`src/common/i2s_pkg.sv`:
```
`default_nettype none

package i2s_pkg;

  // *************************************************************************
  // sample and frame geometry
  // *************************************************************************

  localparam int I2S_SAMPLE_WIDTH = 16;
  localparam int I2S_FRAME_WIDTH = 2 * I2S_SAMPLE_WIDTH;
  // up to 32 bclk periods per channel half.
  localparam int I2S_BIT_CNT_WIDTH = 6;

  // pad lanes.
  localparam int PAD_WIDTH = 4;
  localparam int PAD_BCLK = 0;
  localparam int PAD_ADC = 1;
  localparam int PAD_DAC = 2;
  localparam int PAD_LRCLK = 3;
  localparam logic [PAD_WIDTH-1:0] PAD_OE_CODEC = 4'b0100;
  localparam logic [PAD_WIDTH-1:0] PAD_OE_OVERRIDE = 4'b1111;

  // channel sequencer, same encoding on rx and tx.
  localparam int SEQ_STATE_WIDTH = 2;
  localparam logic [SEQ_STATE_WIDTH-1:0] SEQ_IDLE = 2'd0;
  localparam logic [SEQ_STATE_WIDTH-1:0] SEQ_FIRST = 2'd1;
  localparam logic [SEQ_STATE_WIDTH-1:0] SEQ_SECOND = 2'd2;

  // *************************************************************************
  // shared types
  // *************************************************************************

  typedef struct packed {
    logic bclk_rise;
    logic bclk_fall;
    logic lrclk_change;
    logic lrclk_fall;
    logic lrclk_level;
    logic adc_bit;
  } i2s_edges_t;

  // stream word or left/right pair.
  typedef union packed {
    logic [I2S_FRAME_WIDTH-1:0] word;
    struct packed {
      logic [I2S_SAMPLE_WIDTH-1:0] left;
      logic [I2S_SAMPLE_WIDTH-1:0] right;
    } ch;
  } stereo_frame_u;

endpackage

`default_nettype wire

```
`src/logic/i2s_pad_ctrl.sv`:
```
`timescale 1ns/1ps
`default_nettype none

module i2s_pad_ctrl
  import i2s_pkg::*;
(
  input  logic                 aclk,
  input  logic                 aresetn,
  input  logic [PAD_WIDTH-1:0] pad_in,
  input  logic                 alex_flag,
  input  logic [PAD_WIDTH-1:0] alex_data,
  input  logic                 dac_bit,
  output logic [PAD_WIDTH-1:0] pad_out,
  output logic [PAD_WIDTH-1:0] pad_oe,
  output i2s_edges_t           edges
);

  logic [2:0] bclk_sync;
  logic [2:0] lrclk_sync;
  logic [1:0] adc_sync;
  i2s_edges_t edges_next;

  // only the dac lane is ours unless the side controller takes over.
  always_comb
  begin
    pad_out = alex_data;
    pad_oe = PAD_OE_OVERRIDE;
    if (!alex_flag)
    begin
      pad_out[PAD_DAC] = dac_bit;
      pad_oe = PAD_OE_CODEC;
    end
  end

  always_ff @(posedge aclk)
  begin
    if (!aresetn)
    begin
      bclk_sync <= '0;
      lrclk_sync <= '0;
      adc_sync <= '0;
    end
    else
    begin
      bclk_sync <= {bclk_sync[1:0], pad_in[PAD_BCLK]};
      lrclk_sync <= {lrclk_sync[1:0], pad_in[PAD_LRCLK]};
      adc_sync <= {adc_sync[0], pad_in[PAD_ADC]};
    end
  end

  // edges from the last two stages.
  always_comb
  begin
    edges_next.bclk_rise = bclk_sync[1] & ~bclk_sync[2];
    edges_next.bclk_fall = ~bclk_sync[1] & bclk_sync[2];
    edges_next.lrclk_change = lrclk_sync[1] ^ lrclk_sync[2];
    edges_next.lrclk_fall = ~lrclk_sync[1] & lrclk_sync[2];
    edges_next.lrclk_level = lrclk_sync[1];
    edges_next.adc_bit = adc_sync[1];
  end

  always_ff @(posedge aclk)
  begin
    if (!aresetn)
      edges <= '0;
    else
      edges <= edges_next;
  end

endmodule

`default_nettype wire

```
`src/i2s_rx/i2s_rx_deser.sv`:
```
`timescale 1ns/1ps
`default_nettype none

module i2s_rx_deser
  import i2s_pkg::*;
(
  input  logic          aclk,
  input  logic          aresetn,
  input  i2s_edges_t    edges,
  input  logic          m_axis_tready,
  output stereo_frame_u m_axis_tdata,
  output logic          m_axis_tvalid
);

  logic [SEQ_STATE_WIDTH-1:0]   seq_state;
  logic [I2S_BIT_CNT_WIDTH-1:0] bit_cnt;
  logic [I2S_SAMPLE_WIDTH-1:0]  sample_sr;
  logic [I2S_SAMPLE_WIDTH-1:0]  left_hold;
  logic                         capture_en;
  logic                         half_close;
  logic                         frame_done;

  // counter saturates at one full sample.
  assign capture_en = edges.bclk_rise &&
                      (bit_cnt < I2S_BIT_CNT_WIDTH'(I2S_SAMPLE_WIDTH));

  // second rise after an lrclk change closes the previous channel.
  assign half_close = edges.bclk_rise && (seq_state == SEQ_SECOND);
  assign frame_done = half_close && !edges.lrclk_level;

  // *************************************************************************
  // channel sequencer and bit counter
  // *************************************************************************

  always_ff @(posedge aclk)
  begin
    if (!aresetn)
    begin
      seq_state <= SEQ_IDLE;
      bit_cnt <= '0;
    end
    else
    begin
      if (capture_en)
        bit_cnt <= bit_cnt + 1'b1;
      case (seq_state)
        SEQ_IDLE:
        begin
          if (edges.lrclk_change)
            seq_state <= SEQ_FIRST;
        end
        SEQ_FIRST:
        begin
          if (edges.bclk_rise)
          begin
            bit_cnt <= '0;
            seq_state <= SEQ_SECOND;
          end
        end
        SEQ_SECOND:
        begin
          if (edges.bclk_rise)
            seq_state <= SEQ_IDLE;
        end
        default: seq_state <= SEQ_IDLE;
      endcase
    end
  end

  // *************************************************************************
  // sample shift and frame assembly
  // *************************************************************************

  always_ff @(posedge aclk)
  begin
    if (capture_en)
      sample_sr <= {sample_sr[I2S_SAMPLE_WIDTH-2:0], edges.adc_bit};
    // lrclk high here means left just closed.
    if (half_close && edges.lrclk_level)
      left_hold <= sample_sr;
    if (frame_done)
    begin
      m_axis_tdata.ch.left <= left_hold;
      m_axis_tdata.ch.right <= sample_sr;
    end
  end

  // no stall, a new frame simply replaces the old one.
  always_ff @(posedge aclk)
  begin
    if (!aresetn)
      m_axis_tvalid <= 1'b0;
    else if (frame_done)
      m_axis_tvalid <= 1'b1;
    else if (m_axis_tready)
      m_axis_tvalid <= 1'b0;
  end

endmodule

`default_nettype wire

```
`src/i2s_tx/i2s_tx_ser.sv`:
```
`timescale 1ns/1ps
`default_nettype none

module i2s_tx_ser
  import i2s_pkg::*;
(
  input  logic          aclk,
  input  logic          aresetn,
  input  i2s_edges_t    edges,
  input  stereo_frame_u s_axis_tdata,
  input  logic          s_axis_tvalid,
  output logic          s_axis_tready,
  output logic          dac_bit
);

  logic [SEQ_STATE_WIDTH-1:0]  seq_state;
  stereo_frame_u               frame_q;
  logic [I2S_SAMPLE_WIDTH-1:0] dac_sr;
  logic                        half_load;

  // one pulse per frame, at the start of the left channel.
  assign s_axis_tready = edges.lrclk_fall;

  // first fall after the first rise following an lrclk change.
  assign half_load = edges.bclk_fall && (seq_state == SEQ_SECOND);

  assign dac_bit = dac_sr[I2S_SAMPLE_WIDTH-1];

  // silence when nothing is offered.
  always_ff @(posedge aclk)
  begin
    if (!aresetn)
      frame_q.word <= '0;
    else if (edges.lrclk_fall)
      frame_q.word <= s_axis_tvalid ? s_axis_tdata.word : '0;
  end

  // *************************************************************************
  // channel sequencer
  // *************************************************************************

  always_ff @(posedge aclk)
  begin
    if (!aresetn)
      seq_state <= SEQ_IDLE;
    else
    begin
      case (seq_state)
        SEQ_IDLE:
        begin
          if (edges.lrclk_change)
            seq_state <= SEQ_FIRST;
        end
        SEQ_FIRST:
        begin
          if (edges.bclk_rise)
            seq_state <= SEQ_SECOND;
        end
        SEQ_SECOND:
        begin
          if (edges.bclk_fall)
            seq_state <= SEQ_IDLE;
        end
        default: seq_state <= SEQ_IDLE;
      endcase
    end
  end

  // msb goes out first, stable before the 2nd rise.
  always_ff @(posedge aclk)
  begin
    if (!aresetn)
      dac_sr <= '0;
    else if (half_load)
      dac_sr <= edges.lrclk_level ? frame_q.ch.right : frame_q.ch.left;
    else if (edges.bclk_fall)
      dac_sr <= {dac_sr[I2S_SAMPLE_WIDTH-2:0], 1'b0};
  end

endmodule

`default_nettype wire

```
`src/logic/i2s_codec_top.sv`:
```
`timescale 1ns/1ps
`default_nettype none

module i2s_codec_top
  import i2s_pkg::*;
(
  input  logic                       aclk,
  input  logic                       aresetn,

  // codec pads.
  input  logic [PAD_WIDTH-1:0]       pad_in,
  output logic [PAD_WIDTH-1:0]       pad_out,
  output logic [PAD_WIDTH-1:0]       pad_oe,

  // side controller override.
  input  logic                       alex_flag,
  input  logic [PAD_WIDTH-1:0]       alex_data,

  // adc stream.
  output logic [I2S_FRAME_WIDTH-1:0] m_axis_tdata,
  output logic                       m_axis_tvalid,
  input  logic                       m_axis_tready,

  // dac stream.
  input  logic [I2S_FRAME_WIDTH-1:0] s_axis_tdata,
  input  logic                       s_axis_tvalid,
  output logic                       s_axis_tready
);

  i2s_edges_t edges;
  logic       dac_bit;

  i2s_pad_ctrl u_pad_ctrl (
    .aclk      (aclk),
    .aresetn   (aresetn),
    .pad_in    (pad_in),
    .alex_flag (alex_flag),
    .alex_data (alex_data),
    .dac_bit   (dac_bit),
    .pad_out   (pad_out),
    .pad_oe    (pad_oe),
    .edges     (edges)
  );

  i2s_rx_deser u_rx_deser (
    .aclk          (aclk),
    .aresetn       (aresetn),
    .edges         (edges),
    .m_axis_tready (m_axis_tready),
    .m_axis_tdata  (m_axis_tdata),
    .m_axis_tvalid (m_axis_tvalid)
  );

  i2s_tx_ser u_tx_ser (
    .aclk          (aclk),
    .aresetn       (aresetn),
    .edges         (edges),
    .s_axis_tdata  (s_axis_tdata),
    .s_axis_tvalid (s_axis_tvalid),
    .s_axis_tready (s_axis_tready),
    .dac_bit       (dac_bit)
  );

endmodule

`default_nettype wire

```
`config.mk`:
```
export PLATFORM = sky130hd
export DESIGN_NAME = i2s_codec_top
export DESIGN_NICKNAME = d
export VERILOG_FILES = /design/src/common/i2s_pkg.sv /design/src/logic/i2s_pad_ctrl.sv /design/src/i2s_rx/i2s_rx_deser.sv /design/src/i2s_tx/i2s_tx_ser.sv /design/src/logic/i2s_codec_top.sv
export SDC_FILE = /design/constraint.sdc
export NUM_CORES = 1
export LEC_CHECK = 0
export ABC_AREA = 1
export BUFFER_PORTS_ARGS = -buffer_cell sky130_fd_sc_hd__buf_2
export CELL_PAD_IN_SITES_DETAIL_PLACEMENT = 1
export CELL_PAD_IN_SITES_GLOBAL_PLACEMENT = 2
export CORE_UTILIZATION = 37
export CTS_BUF_LIST = sky130_fd_sc_hd__clkbuf_4
export DETAILED_ROUTE_END_ITERATION = 10
export PLACE_DENSITY = 0.93
export SYNTH_ARGS = -nofsm -noshare
export SYNTH_HDL_FRONTEND = slang
export SYNTH_SLANG_ARGS = --single-unit
```
`constraint.sdc`:
```
create_clock -name aclk -period 2.95 [get_ports aclk]
set_input_delay 0.1475 -clock aclk [delete_from_list [all_inputs] [get_ports aclk]]
set_output_delay 0.1475 -clock aclk [all_outputs]
set_load 0.005 [all_outputs]
```
==> Word-level counts from Yosys, hierarchy flattened <==
Index checks and enable logic that the tools add are counted.
{ "word_totals": {"regBits": 137, "out_inout_bits": 42, "elab_cells": 66} }
{ "classes": {"n_addsub": 1, "order_cmp": 1, "n_eq_ne": 10, "n_mux": 17, "bitwise": 7, "n_reduce_logical": 12} }
{ "op_table": {"columns": ["cell", "count"], "rows": [
  ["two-way mux 16 bit", 3],
  ["two-way mux 32 bit", 1],
  ["two-way mux 6 bit", 3],
  ["!= test 2 bit, second input constant", 6],
  ["case mux 2 bit (3 select lines)", 2],
  ["two-way mux 2 bit", 4],
  ["adder 6 x 1 -> 6 bit, second input constant", 1],
  ["< comparator 6 x 5 -> 1 bit, second input constant", 1],
  ["AND reduction 3 bit", 2],
  ["logical AND 1 bit", 5],
  ["equality test 2 x 1 -> 1 bit, second input constant", 2],
  ["equality test 2 bit, second input constant", 2],
  ["logical NOT 2 bit", 2],
  ["two-way mux 4 bit", 1],
  ["nonzero test 2 bit", 2],
  ["bitwise AND 1 bit", 3],
  ["two-way mux 1 bit", 3],
  ["inverter 1 bit", 3],
  ["logical NOT 1 bit", 1],
  ["XOR 1 bit", 1]
]} }

==> Depth between registers and ports, before layout <==
{ "depth": {"ltp_word": 5, "depth_mapped": 7} }

==> Modules after synthesis <==
A second synthesis with hierarchy kept.
{ "unflattened": {"cells_unflattened": 487, "area_unflattened_um2": 5072.4} }
{ "by_module_without_submodules": {"columns": ["mod", "n_inst", "cells_per_inst", "area_each_um2", "seq_area_each_um2"], "rows": [
  ["i2s_rx_deser", 1, 125, 2376.0, 2102.0],
  ["i2s_tx_ser", 1, 308, 2233.4, 1001.0],
  ["i2s_pad_ctrl", 1, 54, 462.9, 260.2]
]} }

==> Worst setup path before layout <==
Ideal clock, no wire load.
{ "synth_timing": {"kind": "register to register", "from": "register u_pad_ctrl.lrclk_sync[2] (netlist name)", "to": "register u_rx_deser.left_hold[0], enable pin", "arrival_time_ps": 2293, "t_required_ps": 2520, "slack_ps": 227, "stages_incl_launch_ff": 5, "path_buffers": 2, "period_less_slack_ps": 2723, "cell_sequence": "dfxtp_1 -> buf_4 -> inv_4 -> buf_4 -> nor4_1"} }
{ "synth_rtl": {"columns": ["element", "line", "source"], "rows": [
  ["end signal, assigned", "i2s_rx_deser.sv:80", "left_hold <= sample_sr;"],
  ["end, declared", "i2s_rx_deser.sv:18", "logic [I2S_SAMPLE_WIDTH-1:0] left_hold;"]
]} }

==> impl_metrics.xml <==
<?xml version="1.0" encoding="UTF-8"?>
<metrics>
  <group name="critical_path">
    <metric name="worstSetupStartpointType" unit="">flip-flop</metric>
    <metric name="endpoint_kind" unit="">flip-flop</metric>
    <metric name="cp_cell_sequence" unit="">inv_4 -&gt; nand4_1 -&gt; inv_1</metric>
    <metric name="critical-path-max-stage-delay" unit="ns">0.81</metric>
    <metric name="critical_path_data_arrival_time" unit="ns">2.42</metric>
    <metric name="critical_path_required" unit="ns">3.11</metric>
    <metric name="critical_path_class" unit="">flip-flop to flip-flop</metric>
    <metric name="critical_path.slowest_cell" unit="">sky130_fd_sc_hd__inv_1</metric>
    <metric name="crit_path_max_fanout" unit="">32</metric>
  </group>
  <group name="floorplan">
    <metric name="fp.dieArea" unit="um2">14300</metric>
    <metric name="die_width" unit="um">119</metric>
    <metric name="std_cell_rows" unit="">42</metric>
    <metric name="chipHeight" unit="um">119</metric>
    <metric name="design.portCount" unit="">87</metric>
    <metric name="floorplan.initialDensity" unit="">0.383</metric>
    <metric name="core_region_area" unit="um2">13300</metric>
  </group>
  <group name="global_routing">
    <metric name="grt_start_max_net_pins" unit="">39</metric>
    <metric name="grt_first_pass_wirelength" unit="mm">17.6</metric>
    <metric name="antenna_found_initial" unit="">0</metric>
    <metric name="globalRouteTotalUtil" unit="">0.162</metric>
    <metric name="grt_pass1_vias" unit="">3722</metric>
    <metric name="grt-ovfl-total" unit="">0</metric>
  </group>
  <group name="yosys">
    <metric name="synth_nets" unit="">530</metric>
    <metric name="ys_warn_count" unit="">0</metric>
    <metric name="synth_top_family_by_area" unit="">simple AND/OR/NAND/NOR gates</metric>
    <metric name="yosys.cell_types.count" unit="">32</metric>
    <metric name="synthSimpleGateAreaFrac" unit="">0.179</metric>
    <metric name="synth_cells" unit="">483</metric>
    <metric name="synth_area" unit="um2">5110</metric>
    <metric name="yosys.area.top_type" unit="">sky130_fd_sc_hd__edfxtp_1</metric>
    <metric name="yosysSeqAreaShare" unit="">0.659</metric>
    <metric name="largest_cells_by_area_after_synthesis" unit="">sky130_fd_sc_hd__edfxtp_1 (38%), sky130_fd_sc_hd__dfxtp_1 (28%), sky130_fd_sc_hd__nand2_1 (7.2%)</metric>
    <metric name="synthArstFlopShare" unit="">0</metric>
    <metric name="mean_instance_size_in_the_synthesized_netlist" unit="um2">10.6</metric>
    <metric name="synth-xor-area-share" unit="">0</metric>
    <metric name="edff_count_synth" unit="">64</metric>
    <metric name="synth_flop_type" unit="">sky130_fd_sc_hd__dfxtp_1</metric>
    <metric name="post_synth_mux_area_share" unit="">0.00220</metric>
    <metric name="synth-seq-cells" unit="">136</metric>
    <metric name="fraction_of_the_mapped_netlist_area_in_adder_cells" unit="">0.00490</metric>
    <metric name="netlist.area_leader.share" unit="">0.376</metric>
    <metric name="synth_compound_gate_area_share" unit="">0.0818</metric>
  </group>
  <group name="timing">
    <metric name="rsz0062_at_grt" unit="">false</metric>
    <metric name="slew_viol_final" unit="">0</metric>
    <metric name="timing_worst_slew_pin_value" unit="ns">1.08</metric>
    <metric name="final_period_minus_worst_setup_slack" unit="ns">2.26</metric>
    <metric name="finalClockSkew" unit="ns">0.0133</metric>
    <metric name="relSlewSlack" unit="">0.282</metric>
    <metric name="final_hold_viol_count" unit="">0</metric>
    <metric name="fin_hold_ws" unit="ns">0.0986</metric>
    <metric name="setup_ws" unit="ns">0.688</metric>
    <metric name="final_min_period_over_clock_period" unit="">0.767</metric>
    <metric name="setup_total_negative_slack" unit="ns">0</metric>
    <metric name="max_freq" unit="MHz">442</metric>
    <metric name="finalSetupViolCount" unit="">0</metric>
  </group>
  <group name="clocking">
    <metric name="clockBufferDepth" unit="">2</metric>
    <metric name="cts_buffers" unit="">17</metric>
    <metric name="cts_setup_buffers" unit="">0</metric>
    <metric name="ctsRootBufferMaster" unit="">sky130_fd_sc_hd__clkbuf_4</metric>
    <metric name="cts_max_level" unit="">4</metric>
    <metric name="tritoncts_clock_tree" unit="">done</metric>
    <metric name="cts.clk_slew.worst_paths" unit="ns">0.12</metric>
    <metric name="clkLatencyLatePin" unit="ns">0.53</metric>
    <metric name="cts.sink_count" unit="">136</metric>
  </group>
  <group name="finish">
    <metric name="final_util" unit="">0.466</metric>
    <metric name="final.fill_count" unit="">1516</metric>
    <metric name="area.sequential" unit="um2">3360</metric>
    <metric name="finalNetCount" unit="">633</metric>
    <metric name="multi_input_comb_area" unit="um2">1380</metric>
    <metric name="layout_cell_share_with_drive_strength_beyond_1" unit="">0.269</metric>
    <metric name="area_delta_synth_final" unit="%">21.7</metric>
    <metric name="antenna_cells_inserted" unit="">0</metric>
    <metric name="final-instance-count-excl-fill" unit="">775</metric>
  </group>
  <group name="power_and_ir_drop">
    <metric name="internal-power" unit="mW">2.63</metric>
    <metric name="power.switching" unit="uW">767</metric>
    <metric name="p_leak" unit="nW">2.43</metric>
    <metric name="irDropWorstVdd" unit="V">0.000183</metric>
    <metric name="share_clk_of_total_power" unit="">0.375</metric>
    <metric name="combPwrFrac" unit="">0.041</metric>
    <metric name="switching_share_of_total_power" unit="">0.226</metric>
    <metric name="cell_pwr_density" unit="nW/um2">547</metric>
    <metric name="seq_power_share" unit="">0.584</metric>
  </group>
  <group name="detailed_routing">
    <metric name="vias_per_cell" unit="">4.62</metric>
    <metric name="remaining_drc_errors" unit="">0</metric>
    <metric name="dr.first_iter.drc_count" unit="">179</metric>
    <metric name="finalWirelength" unit="mm">10.4</metric>
    <metric name="dr_total_vias" unit="">3581</metric>
    <metric name="detail_route.first_pass.iterations" unit="">4</metric>
    <metric name="drt-wirelength-per-cell" unit="um">13.5</metric>
    <metric name="detail-route-antenna-nets" unit="">0</metric>
  </group>
  <group name="outcome">
    <metric name="run_status" unit="">complete, no violations</metric>
  </group>
  <group name="place">
    <metric name="dp_hpwl" unit="mm">6.88</metric>
    <metric name="finalWeightedCongestion" unit="">0.724</metric>
    <metric name="place_inst" unit="">707</metric>
    <metric name="dpl_worst_slack" unit="ns">0.644</metric>
    <metric name="placement.io_buffers" unit="">78</metric>
  </group>
  <group name="min_path">
    <metric name="holdCritPathClass" unit="">input port to flip-flop</metric>
  </group>
  <group name="run">
    <metric name="drv.max_cap_violation_count" unit="">0</metric>
  </group>
</metrics>
## metrics by stage
step                      instance area, um2  power, mW
final                                   6210       3.40
after global routing                    6210       3.54
after CTS                               6210       3.46
after detailed placement                5550       2.13
after global placement                  5550       2.13
after floorplan                         5110       2.09
## sequential cells by signal, summed over array words and instances (netlist names), 3 cells and up, named ones only
register,cells
u_pad_ctrl.bclk_sync,3
u_pad_ctrl.edges,5
u_pad_ctrl.lrclk_sync,3
u_rx_deser.left_hold,16
u_rx_deser.m_axis_tdata,32
u_rx_deser.sample_sr,16
u_tx_ser.dac_sr,16
u_tx_ser.frame_q,32
## layer usage
| layer | track usage | part of all wire | vias up |
|---|---|---|---|
| met3 | 0.0475 | 0.038 | 19 |
| met5 | 0 | 0 | - |
| met1 | 0.175 | 0.42 | 1682 |
| met4 | 0.0695 | 0.017 | 0 |
| li1 | - | - | 1801 |
| met2 | 0.292 | 0.52 | 79 |
## repair_timing
action	4_1_cts	5_1_grt
gates resized for setup	0	0
hold buffers	36	0
hold endpoints to repair	36	0
## worst paths after layout
| path | start | endpoint | slack [ns] | cells past startpoint |
|---|---|---|---|---|
| worst max-delay path | u_pad_ctrl.lrclk_sync[2] | u_rx_deser.m_axis_tdata[29] | 0.69 | 3 |
| worst min register to register | u_rx_deser.left_hold[8] | u_rx_deser.m_axis_tdata[24] | 0.42 | 0 |
| worst max register to register | u_pad_ctrl.lrclk_sync[2] | u_rx_deser.m_axis_tdata[29] | 0.69 | 3 |
| worst min-delay path | aresetn | u_pad_ctrl.adc_sync[1] | 0.1 | 3 |
## cell type report
type,count,area share
inverter,45,0.0284
tap,176,0.0354
multi-input combinational,269,0.221
timing repair buffer,117,0.124
clock buffer,17,0.0205
sequential,136,0.541
clock inverter,15,0.0286
## cell usage in the layout (no fill, tap or decap), types with 2 or more instances in the layout
master / instances
sky130_fd_sc_hd__nand2_1: 98
sky130_fd_sc_hd__buf_2: 78
sky130_fd_sc_hd__dfxtp_1: 72
sky130_fd_sc_hd__edfxtp_1: 64
sky130_fd_sc_hd__nand3_1: 45
sky130_fd_sc_hd__a21oi_1: 45
sky130_fd_sc_hd__inv_1: 39
sky130_fd_sc_hd__dlygate4sd3_1: 36
sky130_fd_sc_hd__nand2_2: 18
sky130_fd_sc_hd__clkbuf_4: 17
sky130_fd_sc_hd__nor2_1: 14
sky130_fd_sc_hd__o21ai_0: 14
sky130_fd_sc_hd__a21oi_2: 10
sky130_fd_sc_hd__nand3_2: 8
sky130_fd_sc_hd__inv_2: 4
sky130_fd_sc_hd__clkinv_4: 4
sky130_fd_sc_hd__o21ai_1: 3
sky130_fd_sc_hd__inv_6: 3
sky130_fd_sc_hd__bufinv_16: 3
sky130_fd_sc_hd__clkinv_2: 3
sky130_fd_sc_hd__buf_4: 3
sky130_fd_sc_hd__nand2_4: 2
sky130_fd_sc_hd__ha_1: 2
sky130_fd_sc_hd__clkinvlp_4: 2
## cell usage after synthesis, types with 2 or more instances
master                      n
sky130_fd_sc_hd__a21oi_1   45
sky130_fd_sc_hd__a21oi_2   10
sky130_fd_sc_hd__buf_2     13
sky130_fd_sc_hd__buf_4      9
sky130_fd_sc_hd__clkbuf_1   9
sky130_fd_sc_hd__dfxtp_1   72
sky130_fd_sc_hd__edfxtp_1  64
sky130_fd_sc_hd__ha_1       2
sky130_fd_sc_hd__inv_1     39
sky130_fd_sc_hd__inv_2      4
sky130_fd_sc_hd__nand2_1   98
sky130_fd_sc_hd__nand2_2   18
sky130_fd_sc_hd__nand2_4    2
sky130_fd_sc_hd__nand3_1   45
sky130_fd_sc_hd__nand3_2    8
sky130_fd_sc_hd__nor2_1    14
sky130_fd_sc_hd__o21ai_0   14
sky130_fd_sc_hd__o21ai_1    3
## critical path: cells and delay by family (launching register included)
family / cells / cell delay, ns
buf+inv: 2 / 1.13
flops: 1 / 0.58
simple gates: 1 / 0.17
## logic make-up (layout without fill, tap and decap cells)
| kind of cell | count (synthesis) | count (layout) |
|---|---|---|
| and+or+nand+nor | 191 | 191 |
| muxes | 1 | 1 |
| adders and majority gates | 2 | 2 |
| buffers and inverters | 78 | 194 |
| other | 1 | 1 |
| AOI/OAI and AO/OA | 74 | 74 |
| DFF | 136 | 136 |
## power by group through the flow
stage	combinational [mW]	sequential, mW	clock [mW]
after CTS	0.140	1.99	1.34
after global placement	0.0981	2.03	0
final	0.139	1.99	1.28
after global routing	0.155	1.99	1.40
after detailed placement	0.103	2.03	0
after floorplan	0.0711	2.02	0
(Power assumes the default switching activity.)
